[config.mk]
export PLATFORM = sky130hd
export DESIGN_NAME = axi_chan_buffer
export DESIGN_NICKNAME = d
export VERILOG_FILES = /design/src/axi_chan_buffer.sv
export VERILOG_INCLUDE_DIRS = /design/src
export SDC_FILE = /design/constraint.sdc
export NUM_CORES = 1
export LEC_CHECK = 0
export ABC_AREA = 1
export BUFFER_PORTS_ARGS = -buffer_cell sky130_fd_sc_hd__buf_2
export CAP_MARGIN = 25
export CORE_MARGIN = 10
export CORE_UTILIZATION = 56
export CTS_CLUSTER_SIZE = 30
export DETAILED_ROUTE_END_ITERATION = 8
export PLACE_DENSITY_LB_ADDON = 0.08
export RECOVER_POWER = 25
export SETUP_SLACK_MARGIN = 0.02
export SLEW_MARGIN = 0
export SYNTH_ARGS = -nofsm -noshare
export SYNTH_HDL_FRONTEND = slang
export SYNTH_SLANG_ARGS = --single-unit
export TNS_END_PERCENT = 50
[constraint.sdc]
create_clock -name clk_i -period 5.8 [get_ports clk_i]
set_input_delay 0.87 -clock clk_i [delete_from_list [all_inputs] [get_ports clk_i]]
set_output_delay 0.87 -clock clk_i [all_outputs]
set_load 0.01 [all_outputs]
[src/bridge_consts.svh]
// bridge constants
`ifndef BRIDGE_CONSTS_SVH
`define BRIDGE_CONSTS_SVH

`default_nettype none

// ----------------------------------------------------------------------
// bus geometry
// ----------------------------------------------------------------------

// byte address width on the core port and on AW/AR
`define BR_ADDR_W 32

// AXI data bus width, two 32-bit lanes
`define BR_AXI_DW 64

// AXI id width, ids are constant per direction
`define BR_ID_W 4

// ----------------------------------------------------------------------
// memory slave
// ----------------------------------------------------------------------

// depth in 64-bit words, addresses wrap beyond this
`define BR_MEM_WORDS 256

`default_nettype wire

`endif

[src/axi_chan_buffer.sv]
// two-entry AXI channel buffer
`include "bridge_consts.svh"
`default_nettype none

module axi_chan_buffer #(
  parameter int unsigned WIDTH = 32
) (
  input  logic             clk_i,
  input  logic             rst_ni,
  // upstream side
  input  logic [WIDTH-1:0] data_i,
  input  logic             valid_i,
  output logic             ready_o,
  // downstream side
  output logic [WIDTH-1:0] data_o,
  output logic             valid_o,
  input  logic             ready_i
);

  // storage, no reset on payload
  logic [WIDTH-1:0] mem_q [2];

  logic       wr_ptr_q;
  logic       rd_ptr_q;
  logic [1:0] count_q;

  logic push;
  logic pop;

  // full at two entries
  assign ready_o = (count_q != 2'd2);
  assign valid_o = (count_q != 2'd0);
  assign data_o  = mem_q[rd_ptr_q];

  assign push = valid_i & ready_o;
  assign pop  = valid_o & ready_i;

  // pointers and fill level
  always_ff @(posedge clk_i or negedge rst_ni) begin
    if (!rst_ni) begin
      wr_ptr_q <= 1'b0;
      rd_ptr_q <= 1'b0;
      count_q  <= 2'd0;
    end else begin
      if (push) begin
        wr_ptr_q <= ~wr_ptr_q;
      end
      if (pop) begin
        rd_ptr_q <= ~rd_ptr_q;
      end
      // simultaneous push and pop leaves the count alone
      if (push && !pop) begin
        count_q <= count_q + 2'd1;
      end else if (pop && !push) begin
        count_q <= count_q - 2'd1;
      end
    end
  end

  always_ff @(posedge clk_i) begin
    if (push) begin
      mem_q[wr_ptr_q] <= data_i;
    end
  end

endmodule

`default_nettype wire

* Word level (Yosys, flattened, before mapping)
Memories as Yosys holds them, arrays and structs flattened. Index checks and enable logic that the tools add are counted.
Word-level totals: bits in registers 4, latch bits 0, RAM bits 64, ROM bits 0, input bits 36, output and inout port bits 34, logic and storage cells 21, memories kept 1
Operators by class: add/subtract/negate cells 2, $mul 0, divide/modulo/power cells 0, magnitude comparators 0, eq/ne operators 1, shifts and indexed selects 0, mux-type cells 4, bitwise gates (word level) 4, reductions and logical operators 6
Memories:
- mem_q | depth 2, width 32, read ports 1, clocked after Yosys merged registers in 0, write ports 1, line axi_chan_buffer.sv:21 | logic [WIDTH-1:0] mem_q [2];
Operator list (number):
- $mux 2 | 2
- $reduce_bool 2->1 | 2
- $add 2x1->2 const B | 1
- $and 1x1->1 | 2
- $logic_and 1x1->1 | 2
- $logic_not 1->1 | 2
- $mux 1 | 2
- $ne 2x2->1 const B | 1
- $not 1->1 | 2
- $sub 2x1->2 const B | 1

* Depth between registers and ports, before layout
Gate-level depths: netlist of run 1.
word-level depth 6, mapped depth 10, mapped depth without buffers 10

* Worst setup path before layout of run 1
OpenSTA, ideal clock, no wires.
path kind input -> register, from input valid_i, to memory mem_q[0][0], enable pin, library setup time 0.421 ns, data arrival time 2.290 ns, required time 5.379 ns, path slack 3.089 ns, stages on the path 2, path buffers 0, cells stage by stage nand2_4 -> nor2_1
Between the ends: longest elaborated chain between the ends 3
Ends and longest elaborated chain:
- start, declared | line axi_chan_buffer.sv:12 | input logic valid_i,
- $and 1x1->1 | line axi_chan_buffer.sv:35 | assign push = valid_i & ready_o;
- $mux 1 | line axi_chan_buffer.sv:61 | if (push) begin
- $mux 1 (not written as such) | line axi_chan_buffer.sv:62 | mem_q[wr_ptr_q] <= data_i;
- end, declared | line axi_chan_buffer.sv:21
Every way passes these cells.

* Final worst setup path of run 1
from register rd_ptr_q, to output data_o[6]
Between the ends: longest elaborated chain between the ends 1
Ends and longest elaborated chain:
- start, declared | line axi_chan_buffer.sv:24 | logic rd_ptr_q;
- start signal, assigned | line axi_chan_buffer.sv:49 | rd_ptr_q <= ~rd_ptr_q;
- $mem_v2 2x32
- end, declared | line axi_chan_buffer.sv:15 | output logic [WIDTH-1:0] data_o,
Every way passes these cells.

==> results.toml, run 1 <==
[layout]
final_layout_size_suffix_gt1_frac = 0.343
num-fill-cells = 369
diodes = 0
finish.instance_area_um2 = 3140
syn_to_final_growth_pct = 18.0
fin_nets = 307

[grt]
grt_use_met3 = 0.0574
grt_util_met1 = 0.126
grt.total_usage = 0.127
antenna_found_initial = 0
grt_pass1_vias = 1632
top_usage_layer = "met2"
grt_overflow_total = 0
grt_max_degree = 34
met2_usage = 0.217
grt_first_pass_wirelength_mm = 7.36

[place]
gp_congestion = 0.765
place_hpwl_mm = 3.24
place_area_um2 = 3000
portBuffers = 69
preCtsSetupSlack_ns = 3.57

[sta]
grt_setup_unrepaired = "no"
slew_headroom = 0.376
finalSetupViolCount = 0
fin_crit_sh = 0.441
finalSetupTns_ns = 0
finClkSkew_ns = 0.00447
tightestPinTransition_ns = 0.934
finalHoldViolCount = 0
maxSlewViolCount = 0
fin_crit_ns = 2.56
max_clock_freq_mhz = 391
postLayoutSetupSlackWorst_ns = 3.24

[critical_path]
worstRegToRegCells = 4
reg2reg_slack_ns = 4.08
rr_endpoint = "mem_q[0][18]$_DFFE_PP_"
timing.critical_path.to = "data_o[6]"
cp-end-kind = "output pin"
required_ns = 4.93
crit_fanout = 21
startpoint = "rd_ptr_q$_DFFE_PN0P_"
path_class = "flip-flop to output pin"
critPathLaunchType = "flip-flop"
reg2reg_from = "count_q[0]$_DFFE_PN0P_"
critPathArrivalTime_ns = 1.69

[synthesis]
synth_top_area_frac = 0.723
syn_nets = 233
synthCells = 196
synth_flop_cell = "edfxtp_1"
yosysWarnings = 0
yosys-top-cells-area = "edfxtp_1 (72%), nand2_1 (13%), dfrtp_1 (3.8%)"
ys_ff_latch = 68
ys_seq_area_frac = 0.761
avgSynthCellArea_um2 = 13.6
netlist_top_cells_count = "nand2_1 (91), edfxtp_1 (64), nand2_2 (13)"
async_flop_share = 0.0588
synthesis.area_um2 = 2660
synth_edf_count = 64
ys_types = 17
yosysMostFrequentCell = "nand2_1"
yosys.area.top_type = "edfxtp_1"

[power]
total_power_uw = 1550
power_leakage_uw = 0.00136
peakVddDrop_mv = 0.292
p_per_area_nw_per_um2 = 494

[cts]
clock_latency_ns = 0.32
clkSinkCount = 68
cts_tree = "yes"
clockRootBuffer = "clkbuf_8"
clock_path_buffers = 2
post_cts_buffers = 0
ctsHoldBuffers = 0
clk_pin_slew_ns = 0.07
htreeDepth = 3
cts_buffers = 9
cts-resized-gates = 0

[floorplanning]
dieArea_um2 = 7900
rows = 25
io_pins = 70
fp.dieH_um = 88.9
initial_utilization = 0.570
core_um2 = 4660
die_w_um = 88.9

[detailed_routing]
dr.first_iter.drc_count = 95
avgViaCountPerCell = 4.79
drc = 0
first_pass_iters = 4
ant_nets = 0
wirelength_mm = 4.70
vias = 1571
wl_per_cell_um = 14.3

[worst_hold_path]
min_path_type = "primary input to async pin"

[status]
status = "complete, no violations"

[run]
drv_cap = 0
## logic make-up (layout without fill, tap and decap cells)
logic type,Yosys count,count (layout),share of synthesized area
buf+inv,14,92,0.0485
fa+ha+maj,1,1,0.00471
simple gates,111,111,0.177
xor+xnor,2,2,0.00942
flops,68,68,0.761
## registers in the layout, summed over array words and instances (netlist names)
register	cells
mem_q	64
count_q	2
rd_ptr_q	1
wr_ptr_q	1
## worst min-delay path by stage
stage | cells after the start | endpoint | slack [ns]
floorplan | 1 | count_q[0]$_DFFE_PN0P_ | 0.49
global placement | 1 | count_q[0]$_DFFE_PN0P_ | 0.51
detailed placement | 1 | count_q[0]$_DFFE_PN0P_ | 0.51
CTS | 1 | count_q[1]$_DFFE_PN0P_ | 0.33
global route | 1 | rd_ptr_q$_DFFE_PN0P_ | 0.36
finish | 1 | rd_ptr_q$_DFFE_PN0P_ | 0.37
## final cells by class
cell class,instances,area (µm²),share of cell area
multi-input cells,114,522,0.166
inverters,7,33.8,0.0108
clock buffers,11,131,0.0419
flip-flops and latches,68,2020,0.645
well taps,54,67.6,0.0215
clock inverters,4,17.5,0.00558
repair buffers,70,343,0.109
## power breakdown
part           internal [µW]  switching (µW)
Sequential               675            51.5
Combinational            181             345
Clock                    148             150
## critical path, stage by stage, from the launching register on
cell and delay (ns):
dfrtp_1 0.70, buf_4 0.35, nand2_1 0.09, nand2_1 0.09, buf_2 0.13
## cells in the final DEF, fill, tap and decap left out
cell / n
inv_8: 1
buf_4: 1
clkbuf_8: 9
xnor2_1: 1
clkinv_2: 2
clkinv_1: 2
nand2_1: 91
nand3_1: 2
nand4_1: 1
nand2_4: 2
edfxtp_1: 64
inv_2: 2
dfrtp_1: 4
buf_2: 61
nand2_2: 13
nor2_4: 2
clkbuf_1: 10
ha_1: 1
xor2_2: 1
inv_1: 4
## metrics by stage
stage,hold WS (ns),utilization,cells
2_1_floorplan,0.485,-,196
3_3_place_gp,0.512,0.643,313
3_5_place_dp,0.507,0.643,313
4_1_cts,0.326,0.675,328
5_1_grt,0.359,0.673,328
6_report,0.371,0.673,328
## layer usage
layer  vias up  share of wire
met3         2          0.083
met2        42           0.52
met1       724           0.39
li1        803              -
met4         0         0.0062
met5         -              0
(Power assumes the default switching activity.)
==> run 2: changes to the inputs <==
CORE_UTILIZATION = 47   (was 56)
clock period = 2.3 ns   (was 5.8 ns; I/O delays follow)
==> run 2 against run 1 <==
Effect of this change:
- die area rose by 15%
- routed wire length is 4.6% higher
- sequential share of layout area is 0.99 points lower
- combinational power grew to 2.6 times the previous value
- critical path type unchanged
- critical path depth did not move
- first-iteration DRC count fell by 39%
- clock power increased to 2.5 times the previous value
==> results.toml, run 2 (synthesized netlist as in run 1, its figures left out) <==
[layout]
max_flop_register = "mem_q"
fin_nets = 311
most-common-layout-cells = "nand2_1 (91), edfxtp_1 (64), buf_2 (59)"
diodes = 0
finish.instance_area_um2 = 3190
syn_to_final_growth_pct = 19.9
num-fill-cells = 456
largest_reg_flops = 64
top_regs = "mem_q: 64 flops, count_q: 2 flops"
multi_input_area_um2 = 522
regArea_um2 = 2020
final_cells = 349
final_common_cell = "nand2_1"
final_layout_size_suffix_gt1_frac = 0.343

[power]
p_int_uw = 2550
pwr-share-seq = 0.461
peakVddDrop_mv = 0.719
power_leakage_uw = 0.00137
switching_power_uw = 1400
total_power_uw = 3950
pwr-share-comb = 0.350
power.share.switching = 0.355
clock_power_share = 0.189
p_per_area_nw_per_um2 = 1240

[cts]
cts_tree = "yes"
clk_pin_slew_ns = 0.06
htreeDepth = 3
clock_latency_ns = 0.32
cts-resized-gates = 0
clkSinkCount = 68
post_cts_buffers = 0
clockRootBuffer = "clkbuf_8"
clock_path_buffers = 2
cts_buffers = 9

[floorplanning]
initial_utilization = 0.483
core_um2 = 5510
io_pins = 70
dieArea_um2 = 9060
die_w_um = 95.2
rows = 27
fp.dieH_um = 95.2

[critical_path]
cp-end-kind = "output pin"
crit_buf_inv = 2
crit_family = "flip-flops"
required_ns = 1.96
cp_slowest_cell = "dfrtp_1"
slowest_delay_ns = 0.62
crit_chain = "buf_4 > nand2_1 > nand2_1 > buf_2"
crit_fanout = 15
critPathLaunchType = "flip-flop"
path_class = "flip-flop to output pin"
path_common_cell = "nand2_1"
critPathArrivalTime_ns = 1.51

[sta]
fin_crit_sh = 0.808
fin_crit_ns = 1.86
finalHoldViolCount = 0
grt_setup_unrepaired = "no"
finClkSkew_ns = 0.00512
max_clock_freq_mhz = 538
holdWs_ns = 0.208
slew_headroom = 0.697
finalSetupViolCount = 0
tightestPinTransition_ns = 0.454
finalSetupTns_ns = 0
maxSlewViolCount = 0

[detailed_routing]
avgViaCountPerCell = 4.52
first_pass_iters = 4
dr.first_iter.drc_count = 58
wl_per_cell_um = 14.1
wirelength_mm = 4.92
ant_nets = 0
drc = 0
vias = 1578

[status]
status = "complete, no violations"

[run]
drv_cap = 0

[grt]
antenna_found_initial = 0
grt_max_degree = 34
grt_overflow_total = 0
grt_first_pass_wirelength_mm = 7.83
grt.total_usage = 0.114
grt_pass1_vias = 1705

[place]
portBuffers = 69
place_area_um2 = 3040
gp_congestion = 0.727
dp.cells = 334
place_hpwl_mm = 3.35

[worst_hold_path]
min_path_type = "primary input to flip-flop"
==> run 2: area by class of cell <==
type | count | area share
clock buffers | 9 | 0.0389
clock inverters | 5 | 0.00668
inverters | 7 | 0.0106
multi-input cells | 114 | 0.164
flip-flops and latches | 68 | 0.635
well taps | 72 | 0.0283
repair buffers | 74 | 0.117
==> run 2: path summary, 6_finish.rpt <==
kind                       depth (start not counted)                endpoint  slack, ns              startpoint
max reg2reg                                        5  mem_q[0][12]$_DFFE_PP_       0.85  count_q[0]$_DFFE_PN0P_
max in group asynchronous                          2    rd_ptr_q$_DFFE_PN0P_       1.82                  rst_ni
min reg2reg                                        1  count_q[0]$_DFFE_PN0P_       0.52  count_q[0]$_DFFE_PN0P_
min                                                1   mem_q[0][5]$_DFFE_PP_       0.21               data_i[5]
max                                                4               data_o[3]       0.44    rd_ptr_q$_DFFE_PN0P_
min in group asynchronous                          2    wr_ptr_q$_DFFE_PN0P_       0.36                  rst_ni
==> run 2: what timing repair did <==
action                     4_1_cts  5_1_grt
hold buffers                     1        0
hold endpoints to repair         4        0
setup endpoints to repair        0        0
==> run 2: through the flow <==
stage                      util  setup slack [ns]
after floorplan               -           -0.0678
after global placement    0.553             0.803
after detailed placement  0.553             0.771
after CTS                 0.581             0.408
after global routing      0.579             0.271
final                     0.579             0.443
==> run 2: power groups by stage <==
| stage | Sequential (µW) | Clock (µW) | Combinational [µW] |
|---|---|---|---|
| finish | 1820 | 745 | 1380 |
| global route | 1850 | 813 | 1580 |
| CTS | 1820 | 772 | 1430 |
| detailed placement | 1850 | 0 | 1430 |
| global placement | 1840 | 0 | 1410 |
| floorplan | 1810 | 0 | 1010 |
==> run 2: per-layer routing <==
metal | vias up | wire length (µm) | track usage | part of all wire
li1 | 806 | - | - | -
met1 | 718 | 1910 | 0.118 | 0.39
met2 | 46 | 2520 | 0.197 | 0.51
met3 | 8 | 413 | 0.0416 | 0.084
met4 | 0 | 81 | 0.0599 | 0.016
met5 | - | 0 | 0 | 0
==> run 3: changes to the inputs <==
ABC_AREA = 0   (was 1)
clock period = 1.7 ns   (was 2.3 ns; I/O delays follow)
==> run 3 against run 2 <==
Effect of this change:
- sequential cell count is the same
- total power rose by 43%
- die area is essentially flat
==> results.toml, run 3 <==
[grt]
grt_max_degree = 23
grt_overflow_total = 0
grt_first_pass_wirelength_mm = 7.29
antenna_found_initial = 0
grt.total_usage = 0.108
grt_pass1_vias = 1521

[layout]
final_common_cell = "edfxtp_1"
max_flop_register = "mem_q"
diodes = 0
finish.instance_area_um2 = 3350
fin_nets = 238
top_regs = "mem_q: 64 flops, count_q: 2 flops"
final_layout_size_suffix_gt1_frac = 0.544
syn_to_final_growth_pct = 25.8
final_util = 0.608
most-common-layout-cells = "edfxtp_1 (64), buf_2 (45), mux2_4 (29)"
num-fill-cells = 416
largest_reg_flops = 64

[critical_path]
reg2reg_slack_ns = 0.17
path_class = "flip-flop to output pin"
reg2reg_from = "count_q[0]$_DFFE_PN0P_"
cp-end-kind = "output pin"
worstRegToRegCells = 7
critPathLaunchType = "flip-flop"
crit_fanout = 22
rr_endpoint = "count_q[1]$_DFFE_PN0P_"
critPathArrivalTime_ns = 1.42
required_ns = 1.44

[synthesis]
yosysWarnings = 0
netlist_top_cells_count = "edfxtp_1 (64), mux2_4 (29), dfrtp_1 (4)"
synth_flop_cell = "edfxtp_1"
synth_edf_count = 64
yosysMostFrequentCell = "edfxtp_1"
synth_top_area_frac = 0.723
synthesis.area_um2 = 2660
yosys-top-cells-area = "edfxtp_1 (72%), mux2_4 (16%), dfrtp_1 (3.8%)"
ys_types = 16
ys_ff_latch = 68
yosys.area.top_type = "edfxtp_1"
syn_nets = 155
avgSynthCellArea_um2 = 22.5
ys_seq_area_frac = 0.760
synthCells = 118
async_flop_share = 0.0588

[sta]
finClkSkew_ns = 0.00337
holdWs_ns = 0.116
slew_headroom = 0.805
maxSlewViolCount = 0
finalHoldViolCount = 0
grt_setup_unrepaired = "yes"
finalSetupViolCount = 0
fin_crit_ns = 1.67
fin_crit_sh = 0.983
tightestPinTransition_ns = 0.293
max_clock_freq_mhz = 598

[cts]
cts_buffers = 9
clock_latency_ns = 0.32
clk_pin_slew_ns = 0.06
cts_tree = "yes"
htreeDepth = 3
clockRootBuffer = "clkbuf_8"
post_cts_buffers = 0
clock_path_buffers = 2
clkSinkCount = 68

[detailed_routing]
wl_per_cell_um = 16.7
drc = 0
vias = 1320
first_pass_iters = 5
wirelength_mm = 4.64
avgViaCountPerCell = 4.75
ant_nets = 0
dr.first_iter.drc_count = 56

[floorplanning]
die_w_um = 95.2
core_um2 = 5510
dieArea_um2 = 9070
io_pins = 70
fp.dieH_um = 95.2
initial_utilization = 0.483
rows = 27

[power]
power.share.switching = 0.290
pwr-share-seq = 0.431
switching_power_uw = 1640
p_per_area_nw_per_um2 = 1690
p_int_uw = 4010
total_power_uw = 5650
pwr-share-comb = 0.390
peakVddDrop_mv = 0.998
clock_power_share = 0.179
power_leakage_uw = 0.00134

[place]
place_hpwl_mm = 3.36
place_area_um2 = 3090
portBuffers = 69
gp_congestion = 0.709

[run]
drv_cap = 0

[worst_hold_path]
hold_path_end = "mem_q[1][20]$_DFFE_PP_"
min_from = "data_i[20]"
whs_path_depth = 1
min_path_type = "primary input to flip-flop"

[status]
status = "complete, no violations"
-- run 3: timing repair --
| action | in CTS | in global routing |
|---|---|---|
| hold buffers | 1 | 0 |
| endpoints found under the setup margin | 10 | 20 |
| hold endpoints to repair | 4 | 0 |
| gates resized for setup | 1 | 20 |
-- run 3: cell families after synthesis --
family | Yosys count | share of synthesized area
DFF | 68 | 0.760
muxes | 32 | 0.176
and+or+nand+nor | 7 | 0.0137
xor gates and xnor gates | 5 | 0.0165
buffers and inverters | 5 | 0.0282
adders and majority gates | 1 | 0.00471
-- run 3: worst max-delay path by stage --
stage                                start  cells after the start                     end
finish                rd_ptr_q$_DFFE_PN0P_                      3              data_o[24]
global route          rd_ptr_q$_DFFE_PN0P_                      3              data_o[24]
CTS                   rd_ptr_q$_DFFE_PN0P_                      3              data_o[24]
detailed placement  count_q[0]$_DFFE_PN0P_                      7  count_q[1]$_DFFE_PN0P_
global placement    count_q[0]$_DFFE_PN0P_                      7  count_q[1]$_DFFE_PN0P_
floorplan           count_q[0]$_DFFE_PN0P_                      2   mem_q[1][0]$_DFFE_PP_
-- run 3: routing by layer --
metal	up-vias	GRT usage	wire length, µm
met3	13	0.0440	383
met2	49	0.178	2410
li1	620	-	-
met5	-	0	0
met1	638	0.112	1720
met4	0	0.0711	128
-- run 3: metrics by stage --
step           setup WS [ns]  TNS, ns  std cells
3_3_place_gp           0.259        0        261
3_5_place_dp           0.109        0        261
6_report              0.0288        0        278
2_1_floorplan         -0.129    -4.12        118
5_1_grt              -0.0225  -0.0479        278
4_1_cts             0.000429        0        278
-- run 3: power by group through the flow --
stage | registers (µW) | clock network, µW | logic (µW)
2_1_floorplan | 2430 | 0 | 1470
3_3_place_gp | 2440 | 0 | 1950
3_5_place_dp | 2470 | 0 | 2000
4_1_cts | 2440 | 1070 | 2020
5_1_grt | 2480 | 1120 | 2370
6_report | 2430 | 1010 | 2200
-- run 3: layout make-up --
type,instances,area (µm²),share of cell area
multi-input cells,45,572,0.171
well taps,72,90.1,0.0269
clock buffers,11,131,0.0393
inverters,1,3.75,0.00112
flip-flops and latches,68,2020,0.605
clock inverters,5,18.8,0.00561
repair buffers,76,507,0.151
-- run 3: critical path: stages, from the launching register on --
cell and delay, ns:
dfrtp_2 0.39, buf_12 0.21, mux2_2 0.35, buf_2 0.14
