===== config.mk =====
export PLATFORM = sky130hd
export DESIGN_NAME = core_axi_bridge
export DESIGN_NICKNAME = d
export VERILOG_FILES = /design/src/axi_pkg.sv /design/src/core_mem_pkg.sv /design/src/core_axi_bridge.sv
export VERILOG_INCLUDE_DIRS = /design/src
export SDC_FILE = /design/constraint.sdc
export NUM_CORES = 1
export LEC_CHECK = 0
export CAP_MARGIN = 20
export CORE_AREA = 5 5 138 140
export CTS_BUF_LIST = sky130_fd_sc_hd__clkbuf_4
export CTS_CLUSTER_DIAMETER = 50
export DETAILED_ROUTE_END_ITERATION = 12
export DIE_AREA = 0 0 143 145
export DONT_BUFFER_PORTS = 1
export SLEW_MARGIN = 30
export SYNTH_ARGS = -nofsm -noshare
export SYNTH_HDL_FRONTEND = slang
export SYNTH_SLANG_ARGS = --single-unit

===== constraint.sdc =====
create_clock -name clk_i -period 1.7 [get_ports clk_i]
set_input_delay 0.085 -clock clk_i [delete_from_list [all_inputs] [get_ports clk_i]]
set_output_delay 0.085 -clock clk_i [all_outputs]
set_load 0.02 [all_outputs]

===== src/bridge_consts.svh =====
// bridge constants
`ifndef BRIDGE_CONSTS_SVH
`define BRIDGE_CONSTS_SVH

`default_nettype none

// ----------------------------------------------------------------------
// bus geometry
// ----------------------------------------------------------------------

// byte address width on the core port and on AW/AR
`define BR_ADDR_W 32

// AXI data bus width, two 32-bit lanes
`define BR_AXI_DW 64

// AXI id width, ids are constant per direction
`define BR_ID_W 4

// ----------------------------------------------------------------------
// memory slave
// ----------------------------------------------------------------------

// depth in 64-bit words, addresses wrap beyond this
`define BR_MEM_WORDS 256

`default_nettype wire

`endif


===== src/axi_pkg.sv =====
// AXI4 channel types
`include "bridge_consts.svh"
`default_nettype none

package axi_pkg;

  // ----------------------------------------------------------------------
  // encodings
  // ----------------------------------------------------------------------

  // response code on B and R
  typedef enum logic [1:0] {
    OKAY   = 2'b00,
    EXOKAY = 2'b01,
    SLVERR = 2'b10,
    DECERR = 2'b11
  } axi_resp_e;

  // burst type on AW and AR, only INCR is issued
  typedef enum logic [1:0] {
    FIXED = 2'b00,
    INCR  = 2'b01,
    WRAP  = 2'b10
  } axi_burst_e;

  // ----------------------------------------------------------------------
  // channel payloads
  // ----------------------------------------------------------------------

  // write address
  typedef struct packed {
    logic [`BR_ID_W-1:0]   id;
    logic [`BR_ADDR_W-1:0] addr;
    logic [7:0]            len;
    logic [2:0]            size;
    axi_burst_e            burst;
  } axi_aw_t;

  // write data, one strobe bit per byte
  typedef struct packed {
    logic [`BR_AXI_DW-1:0]   data;
    logic [`BR_AXI_DW/8-1:0] strb;
    logic                    last;
  } axi_w_t;

  // write response
  typedef struct packed {
    logic [`BR_ID_W-1:0] id;
    axi_resp_e           resp;
  } axi_b_t;

  // read address, same fields as AW
  typedef struct packed {
    logic [`BR_ID_W-1:0]   id;
    logic [`BR_ADDR_W-1:0] addr;
    logic [7:0]            len;
    logic [2:0]            size;
    axi_burst_e            burst;
  } axi_ar_t;

  // read data
  typedef struct packed {
    logic [`BR_ID_W-1:0]   id;
    logic [`BR_AXI_DW-1:0] data;
    axi_resp_e             resp;
    logic                  last;
  } axi_r_t;

endpackage

`default_nettype wire


===== src/core_mem_pkg.sv =====
// core port and FSM types
`include "bridge_consts.svh"
`default_nettype none

package core_mem_pkg;

  // core data port request, held by the core until gnt
  typedef struct packed {
    logic [`BR_ADDR_W-1:0] addr;
    logic                  we;
    logic [3:0]            be;
    logic [31:0]           wdata;
  } core_req_t;

  // ----------------------------------------------------------------------
  // state encodings
  // ----------------------------------------------------------------------

  // bridge FSM
  // WRITE_DATA means AW went out first, WRITE_ADDR means W went out first
  typedef enum logic [2:0] {
    BR_IDLE,
    BR_WRITE_DATA,
    BR_WRITE_ADDR,
    BR_WRITE_WAIT,
    BR_READ_WAIT
  } bridge_state_e;

  // memory slave FSM
  typedef enum logic [1:0] {
    SL_IDLE,
    SL_WRITE_COLLECT,
    SL_WRITE_RESP,
    SL_READ_RESP
  } slave_state_e;

endpackage

`default_nettype wire


===== src/core_axi_bridge.sv =====
// core to AXI4 bridge
`include "bridge_consts.svh"
`default_nettype none

module core_axi_bridge (
  input  logic                    clk_i,
  input  logic                    rst_ni,
  // core data port
  input  logic                    data_req_i,
  input  core_mem_pkg::core_req_t data_i,
  output logic                    data_gnt_o,
  output logic                    data_rvalid_o,
  output logic [31:0]             data_rdata_o,
  // write address
  output axi_pkg::axi_aw_t        aw_o,
  output logic                    aw_valid_o,
  input  logic                    aw_ready_i,
  // write data
  output axi_pkg::axi_w_t         w_o,
  output logic                    w_valid_o,
  input  logic                    w_ready_i,
  // write response
  input  axi_pkg::axi_b_t         b_i,
  input  logic                    b_valid_i,
  output logic                    b_ready_o,
  // read address
  output axi_pkg::axi_ar_t        ar_o,
  output logic                    ar_valid_o,
  input  logic                    ar_ready_i,
  // read data
  input  axi_pkg::axi_r_t         r_i,
  input  logic                    r_valid_i,
  output logic                    r_ready_o
);

  // constant ids, one per direction
  localparam logic [`BR_ID_W-1:0] AW_ID = `BR_ID_W'd0;
  localparam logic [`BR_ID_W-1:0] AR_ID = `BR_ID_W'd5;

  // 4-byte transfers on the 8-byte bus
  localparam logic [2:0] SIZE_WORD = 3'b010;

  core_mem_pkg::bridge_state_e state_q;
  core_mem_pkg::bridge_state_e state_d;

  // lane of the granted request, picks the read half
  logic lane_q;

  // ----------------------------------------------------------------------
  // main FSM
  // ----------------------------------------------------------------------

  always_comb begin
    state_d       = state_q;
    data_gnt_o    = 1'b0;
    data_rvalid_o = 1'b0;
    aw_valid_o    = 1'b0;
    w_valid_o     = 1'b0;
    ar_valid_o    = 1'b0;
    b_ready_o     = 1'b0;
    r_ready_o     = 1'b0;

    unique case (state_q)
      core_mem_pkg::BR_IDLE: begin
        if (data_req_i && data_i.we) begin
          // offer AW and W together
          aw_valid_o = 1'b1;
          w_valid_o  = 1'b1;
          if (aw_ready_i && w_ready_i) begin
            data_gnt_o = 1'b1;
            state_d    = core_mem_pkg::BR_WRITE_WAIT;
          end else if (aw_ready_i) begin
            state_d = core_mem_pkg::BR_WRITE_DATA;
          end else if (w_ready_i) begin
            state_d = core_mem_pkg::BR_WRITE_ADDR;
          end
        end else if (data_req_i) begin
          ar_valid_o = 1'b1;
          if (ar_ready_i) begin
            data_gnt_o = 1'b1;
            state_d    = core_mem_pkg::BR_READ_WAIT;
          end
        end
      end

      // address taken, data still pending
      core_mem_pkg::BR_WRITE_DATA: begin
        w_valid_o = 1'b1;
        if (w_ready_i) begin
          data_gnt_o = 1'b1;
          state_d    = core_mem_pkg::BR_WRITE_WAIT;
        end
      end

      // data taken, address still pending
      core_mem_pkg::BR_WRITE_ADDR: begin
        aw_valid_o = 1'b1;
        if (aw_ready_i) begin
          data_gnt_o = 1'b1;
          state_d    = core_mem_pkg::BR_WRITE_WAIT;
        end
      end

      // rvalid rides on the B transfer
      core_mem_pkg::BR_WRITE_WAIT: begin
        b_ready_o = 1'b1;
        if (b_valid_i) begin
          data_rvalid_o = 1'b1;
          state_d       = core_mem_pkg::BR_IDLE;
        end
      end

      // rvalid rides on the R transfer
      core_mem_pkg::BR_READ_WAIT: begin
        r_ready_o = 1'b1;
        if (r_valid_i) begin
          data_rvalid_o = 1'b1;
          state_d       = core_mem_pkg::BR_IDLE;
        end
      end

      default: begin
        state_d = core_mem_pkg::BR_IDLE;
      end
    endcase
  end

  always_ff @(posedge clk_i or negedge rst_ni) begin
    if (!rst_ni) begin
      state_q <= core_mem_pkg::BR_IDLE;
    end else begin
      state_q <= state_d;
    end
  end

  // ----------------------------------------------------------------------
  // lane handling
  // ----------------------------------------------------------------------

  // capture address bit 2 with the grant
  always_ff @(posedge clk_i) begin
    if (data_gnt_o) begin
      lane_q <= data_i.addr[2];
    end
  end

  // upper half for bit 2 set
  assign data_rdata_o = lane_q ? r_i.data[63:32] : r_i.data[31:0];

  // ----------------------------------------------------------------------
  // channel payloads
  // ----------------------------------------------------------------------

  assign aw_o = '{
    id:    AW_ID,
    addr:  data_i.addr,
    len:   8'd0,
    size:  SIZE_WORD,
    burst: axi_pkg::INCR
  };

  assign ar_o = '{
    id:    AR_ID,
    addr:  data_i.addr,
    len:   8'd0,
    size:  SIZE_WORD,
    burst: axi_pkg::INCR
  };

  // write data copied to both lanes, strobes pick the live one
  assign w_o = '{
    data: {2{data_i.wdata}},
    strb: data_i.addr[2] ? {data_i.be, 4'b0000} : {4'b0000, data_i.be},
    last: 1'b1
  };

endmodule

`default_nettype wire


## Word-level counts from Yosys, hierarchy flattened

Cells that the tools add are included.

| word-level totals | value |
|---|---|
| register bits after elaboration | 4 |
| input port bits | 154 |
| output and inout bits | 210 |
| logic and storage cells | 48 |

| operators by class | value |
|---|---|
| eq/ne operators | 11 |
| mux-type cells | 31 |
| reductions and logical operators | 4 |

Operators with widths:

| cell | count |
|---|---|
| 2-to-1 mux 32 bit | 1 |
| 2-to-1 mux 3 bit | 10 |
| case mux 3 bit (5 select lines) | 1 |
| 2-to-1 mux 1 bit | 14 |
| 2-to-1 mux 8 bit | 1 |
| inequality test 2 bit, second input constant | 4 |
| AND reduction 7 bit | 1 |
| == test 3 x 2 -> 1 bit, second input constant | 2 |
| inequality test 3 bit, second input constant | 2 |
| case mux 1 bit (2 select lines) | 3 |
| inequality test 5 bit, second input constant | 1 |
| == test 3 x 1 -> 1 bit, second input constant | 1 |
| == test 3 bit, second input constant | 1 |
| logical NOT 3 bit | 1 |
| case mux 1 bit (3 select lines) | 1 |
| logical AND 1 bit | 2 |

## Longest topological paths before layout

Gate-level depths: netlist of the first run.

| depth | value |
|---|---|
| depth after elaboration | 5 |
| mapped depth | 6 |
| gate-level depth less buffers | 5 |

## Least setup slack after synthesis of the first run

OpenSTA, ideal clock, no wires.

| timing path | value |
|---|---|
| path kind | reg2reg |
| from | register state_q[0] |
| to | register lane_q, enable pin |
| setup time | 0.359 ns |
| data arrival time | 1.238 ns |
| required time | 1.341 ns |
| setup slack | 0.104 ns |
| cell stages (with the launch flop) | 4 |
| buffers on the path | 1 |
| period minus slack after synthesis | 1.596 ns |
| path through | dfrtp_1 -> buf_4 -> o32a_1 -> nor2_1 |

| on the way | value |
|---|---|
| cells in the longest elaborated chain, start to end | 2 |
| elaborated cells on any way between the ends | 4 |
| classes of those cells | eq/ne: 2; mux: 1; reduce/logical: 1 |

Ends and longest elaborated chain:

| element | RTL line | RTL |
|---|---|---|
| from (decl) | core_axi_bridge.sv:43 | `core_mem_pkg::bridge_state_e state_q;` |
| from (signal assigned) | core_axi_bridge.sv:130 | `state_q <= core_mem_pkg::BR_IDLE;` |
| from (signal assigned) | core_axi_bridge.sv:132 | `state_q <= state_d;` |
| == test 3 x 2 -> 1 bit, or another cell as far along | core_axi_bridge.sv:63 | `unique case (state_q)` |
| case mux 1 bit (3 select lines) (*) | core_axi_bridge.sv:63 |  |
| named net data_gnt_o | core_axi_bridge.sv:11 | `output logic data_gnt_o,` |
| to (signal assigned) | core_axi_bridge.sv:143 | `lane_q <= data_i.addr[2];` |
| to (decl) | core_axi_bridge.sv:47 | `logic lane_q;` |

Mark *: on every way through the listed nets, which the timed path passes. The rest lies on a longest branch.
A chain may end at the register's enable or synchronous reset.

## Final worst setup path of the first run

| timing path | value |
|---|---|
| from | register state_q[0] |
| to | output data_gnt_o |

| on the way | value |
|---|---|
| cells in the longest elaborated chain, start to end | 2 |
| elaborated cells on any way between the ends | 4 |
| classes of those cells | eq/ne: 2; mux: 1; reduce/logical: 1 |

Ends and longest elaborated chain:

| element | RTL line |
|---|---|
| == test 3 x 2 -> 1 bit, or another cell as far along | core_axi_bridge.sv:63 |
| case mux 1 bit (3 select lines) (*) | core_axi_bridge.sv:63 |
| to (decl) | core_axi_bridge.sv:11 |

Every way passes the cells marked *; elsewhere a longest branch is shown, timed or not.

==> impl_metrics.toml, run 1 <==
[run_status]
run_status = "complete, no violations"

[cells_and_area]
syn_to_final_growth_pct = -36.51
drive_above_1_share = 0.3712
diodes = 0
stdcell_count = 361
nNetsFinal = 287
post-route-util = 0.07295
fill_cells = 2073

[worst_setup_path]
crit_type = "flop to output port"
critPathLaunchType = "flop"
path_max_fanout = 13
end_kind = "output port"
arrival_ps = 1490
required_ps = 1620

[timing]
finClkSkew_ps = 7.832
hold_viol_final = 0
layout_min_cycle_time_ps = 1576
whs_ps = 111.1
setup_violations = 0
setup_tns_ps = 0
fin_crit_sh = 0.9270
maxSlewViolCount = 0
rsz0062_at_grt = "false"
clock.fmax_ghz = 0.6345

[route]
ant_nets = 0
vias_per_cell = 2.762
wl_per_cell_um = 15.28
drtIter0Drc = 50
first_pass_iters = 4
drt-total-wl_um = 5517
drcViolationCount = 0
vias = 997

[clocking]
cts.htree.levels = 1
insertion_delay_ps = 240
postCtsSetupBuffers = 0
clock_path_buffers = 2
cts.sinks = 4
cts.clk_slew.worst_paths_ps = 50
cts_tree = "built"
cts_buffers = 3
cts_root_buf = "clkbuf_4"

[floorplan]
start_util = 0.1149
fp.dieH_um = 145
num_rows = 49
die_x_um = 143
die-area_um2 = 20740
placeableCoreArea_um2 = 17720
io_pins = 364

[synth]
ys_seq_elements = 4
yosysTopAreaCell = "buf_4"
synth_top_area_share = 0.6048
yosysSeqAreaShare = 0.05163
synthesis.area_um2 = 2036
avgSynthCellArea_um2 = 7.983
synth_cell_type_count = 31
synthCells = 255
ys_top_cells_by_area = "buf_4 60%, mux2_2 16%, dfrtp_1 3.7%"
synth-warning-count = 0

[placement]
dp.final_hpwl_um = 4839
io_buffer_count = 0
gp_congestion = 0.6667
dp_cells = 355

[min_path]
hp-class = "input port to asynchronous set/reset pin"

[grt]
grt_usage = 0.04695
antenna_found_initial = 0
grt_max_degree = 19
overflow = 0
grt_pass1_wl_um = 7355
grt_pass1_vias = 1040

[power_and_ir_drop]
ir_drop_mv = 0.2280
p_leak_nw = 0.4596
power.total_mw = 1.451
p_per_area_nw_per_um2 = 1123

[run]
maxCapViolations = 0
-- worst paths after layout --
kind / start / depth (start not counted) / slack, ps / endpoint
worst max-delay path: state_q[0]$_DFFE_PN0P_ / 3 / 120 / data_gnt_o
worst min-delay path: rst_ni / 1 / 110 / state_q[2]$_DFFE_PN0P_
worst max register to register: state_q[2]$_DFFE_PN0P_ / 4 / 170 / state_q[0]$_DFFE_PN0P_
worst min register to register: state_q[0]$_DFFE_PN0P_ / 1 / 690 / state_q[0]$_DFFE_PN0P_
max in group asynchronous: rst_ni / 1 / 1400 / state_q[0]$_DFFE_PN0P_
min in group clk_i: aw_ready_i / 3 / 140 / state_q[0]$_DFFE_PN0P_
-- timing repair --
action	CTS	global route
endpoints found under the setup margin	1	1
hold endpoints to repair	4	0
resized for setup	1	1
hold buffers	2	0
-- power breakdown --
group	switching (mW)	total [mW]	internal (mW)
registers	0.101	0.243	0.142
clock network	0.0468	0.151	0.105
logic	0.657	1.06	0.401
total	0.804	1.45	0.647
-- through the flow --
stage          area, um^2  worst slack [ps]
2_1_floorplan        2160             103.7
3_3_place_gp         1240             120.8
3_5_place_dp         1240             99.16
4_1_cts              1291             17.86
5_1_grt              1292             34.99
6_report             1292             124.1
-- sequential cells by signal (all words and copies together), names as in the netlist --
| register | flops |
|---|---|
| state_q | 3 |
| lane_q | 1 |
-- area by class of cell --
class / instances / area [um^2] / area share
clock buffer: 4 / 30.03 / 0.02323
inverter: 1 / 3.754 / 0.002904
multi-input combinational: 113 / 784.5 / 0.6070
sequential: 4 / 107.6 / 0.08325
tap: 229 / 286.5 / 0.2217
timing repair buffer: 10 / 80.08 / 0.06196
-- routing by layer --
| layer | global-route usage | up-vias | share of wire | wire length (um) |
|---|---|---|---|---|
| met2 | 0.06156 | 159 | 0.42 | 2315 |
| li1 | - | 379 | - | - |
| met1 | 0.04734 | 427 | 0.32 | 1793 |
| met4 | 0.02281 | 2 | 0.035 | 193 |
| met5 | 0.01435 | - | 0.0069 | 38 |
| met3 | 0.04705 | 30 | 0.21 | 1176 |
-- worst max-delay path, cell delays in order, from the launching register on --
cell	delay (ps)
dfrtp_2	490
o32a_1	380
nor2_1	190
buf_4	190
-- layout by cell type, fill, tap and decap left out, types with 4 or more instances in the layout --
master and count:
a21oi_1 6, and2_1 6, buf_4 8, clkbuf_4 4, conb_1 35, mux2_2 29, nor2_1 6, nor2b_1 5
nor3_1 4
-- cells by family (layout without fill, tap and decap cells) --
group / Yosys count / count (layout) / synth area share
buffers and inverters: 171 / 15 / 0.6238
multiplexers: 32 / 32 / 0.1770
AO/OA/AOI/OAI: 17 / 17 / 0.05778
flip-flops: 4 / 4 / 0.05163
AND/OR/NAND/NOR: 29 / 29 / 0.08605
other: 2 / 35 / 0.003689
-- cells in the mapped netlist --
cell type / count
a31oi_1: 1
o21ai_2: 1
inv_1: 1
and2_1: 6
nand2b_1: 1
buf_2: 4
or4_1: 1
nor2b_1: 5
nand3b_2: 1
a31o_2: 1
o41ai_2: 1
nor2_4: 1
buf_4: 164
mux2_1: 3
o21a_1: 1
mux2_2: 29
edfxtp_1: 1
conb_1: 2
dfrtp_1: 3
o22ai_1: 1
nand2_1: 2
and4bb_2: 1
nand3b_1: 1
o21ai_0: 3
a22o_1: 1
nor3_1: 4
nor2_1: 6
buf_6: 1
o32a_1: 1
a21oi_1: 6
clkbuf_1: 1
No activity file was read; power rests on OpenSTA's default activity.
==> inputs of run 2 (changes only) <==
--- a/config.mk
+++ b/config.mk
@@ -7,12 +7,13 @@
 export NUM_CORES = 1
 export LEC_CHECK = 0
 export CAP_MARGIN = 20
-export CORE_AREA = 5 5 138 140
+export CORE_AREA = 5 5 139 141
 export CTS_BUF_LIST = sky130_fd_sc_hd__clkbuf_4
 export CTS_CLUSTER_DIAMETER = 50
 export DETAILED_ROUTE_END_ITERATION = 12
-export DIE_AREA = 0 0 143 145
+export DIE_AREA = 0 0 144 146
 export DONT_BUFFER_PORTS = 1
+export PLACE_DENSITY_LB_ADDON = 0.2
 export SLEW_MARGIN = 30
 export SYNTH_ARGS = -nofsm -noshare
 export SYNTH_HDL_FRONTEND = slang
==> impl_metrics.toml, run 2 (synthesis results as in run 1) <==
[floorplan]
placeableCoreArea_um2 = 17840
start_util = 0.1141
fp.dieH_um = 146
io_pins = 364
die-area_um2 = 21020
die_x_um = 144
num_rows = 49

[grt]
grt_pass1_vias = 1033
overflow = 0
antenna_found_initial = 2
grt_usage = 0.04416
grt_pass1_wl_um = 7245
grt_max_degree = 23

[power_and_ir_drop]
p_leak_nw = 0.4706
power.total_mw = 1.466
ir_drop_mv = 0.3894
p_per_area_nw_per_um2 = 1120

[placement]
gp_congestion = 0.6584
dp.final_hpwl_um = 4672
dp_cells = 357
io_buffer_count = 0

[worst_setup_path]
critPathLaunchType = "flop"
end_kind = "flop"
crit_path_top_delay_cell = "dfrtp_1"
required_ps = 1820
crit_buf_inv = 0
reg2reg_depth = 5
crit_type = "flop to flop"
arrival_ps = 1740
path_delay_family = "simple AND/OR/NAND/NOR gates"
path_max_fanout = 11
r2r_setup_slack_ps = 80
cp_num_cells = 5
critPathMaxStageDelay_ps = 600
path_cells = "nor2_4 > nand3b_2 > o41ai_2 > or4_1 > o21a_1"

[cells_and_area]
diodes = 0
layout_commonest_cell = "conb_1"
syn_to_final_growth_pct = -35.71
largest_reg_flops = 3
stdcell_count = 363
layout_common_cells = "35 x conb_1, 29 x mux2_2, 10 x buf_4, 6 x a21oi_1, 6 x and2_1"
regMostFlops = "state_q"
post-route-util = 0.07336
reg_top3 = "state_q: 3 flops, lane_q: 1 flops"
nNetsFinal = 289
fill_cells = 2098
drive_above_1_share = 0.3806

[route]
vias = 955
drcViolationCount = 0
vias_per_cell = 2.631
drt-total-wl_um = 5238
ant_nets = 0
first_pass_iters = 3
wl_per_cell_um = 14.43
drtIter0Drc = 24

[run_status]
run_status = "complete, no violations"

[clocking]
insertion_delay_ps = 240
clock_path_buffers = 2
cts_root_buf = "clkbuf_4"
cts_buffers = 3
cts.sinks = 4
cts_tree = "built"
cts.htree.levels = 1
cts.clk_slew.worst_paths_ps = 40

[timing]
setup_violations = 0
layout_min_cycle_time_ps = 1619
setup_tns_ps = 0
fin_crit_sh = 0.9525
hold_viol_final = 0
finClkSkew_ps = 11.15
clock.fmax_ghz = 0.6176
rsz0062_at_grt = "false"
whs_ps = 103.3
maxSlewViolCount = 0

[run]
maxCapViolations = 0

[min_path]
hp-class = "input port to asynchronous set/reset pin"
==> run 2: through the flow <==
stage	area, um^2	setup WS [ps]
finish	1309	80.79
global placement	1255	72.23
detailed placement	1255	96.71
global route	1309	14.93
CTS	1308	28.22
floorplan	2160	103.7
==> run 2: path summary, 6_finish.rpt <==
| check | start | to |
|---|---|---|
| setup / recovery | state_q[1]$_DFFE_PN0P_ | state_q[0]$_DFFE_PN0P_ |
| hold / removal | rst_ni | state_q[0]$_DFFE_PN0P_ |
| setup reg to reg | state_q[1]$_DFFE_PN0P_ | state_q[0]$_DFFE_PN0P_ |
| hold reg to reg | state_q[0]$_DFFE_PN0P_ | state_q[0]$_DFFE_PN0P_ |
| max in group asynchronous | rst_ni | state_q[0]$_DFFE_PN0P_ |
| min in group clk_i | aw_ready_i | state_q[0]$_DFFE_PN0P_ |
==> run 2: routing by layer <==
layer | GRT usage | vias to the layer above | part of all wire
li1 | - | 386 | -
met1 | 0.04325 | 402 | 0.31
met2 | 0.06844 | 155 | 0.47
met3 | 0.04108 | 8 | 0.20
met4 | 0.01036 | 4 | 0.0088
met5 | 0 | - | 0.0044
==> run 2: what timing repair did <==
item,CTS,global route
endpoints found under the hold margin,4,0
setup buffers,0,0
resized for setup,1,1
setup endpoints to repair,1,1
hold buffers,2,0
==> run 2: final cells by class <==
type                            instances  area [um^2]  share of cell area
Timing Repair Buffer                   12        95.09             0.07266
Sequential cell                         4        106.4             0.08126
Tap cell                              229        286.5              0.2189
Multi-Input combinational cell        113        787.0              0.6013
Inverter                                1        3.754            0.002868
Clock buffer                            4        30.03             0.02294
==> run 2: power breakdown <==
part | leakage, nW | internal (mW) | switching [mW]
clock | 0.0184 | 0.104 | 0.0410
sequential | 0.0455 | 0.139 | 0.0878
combinational | 0.407 | 0.420 | 0.674
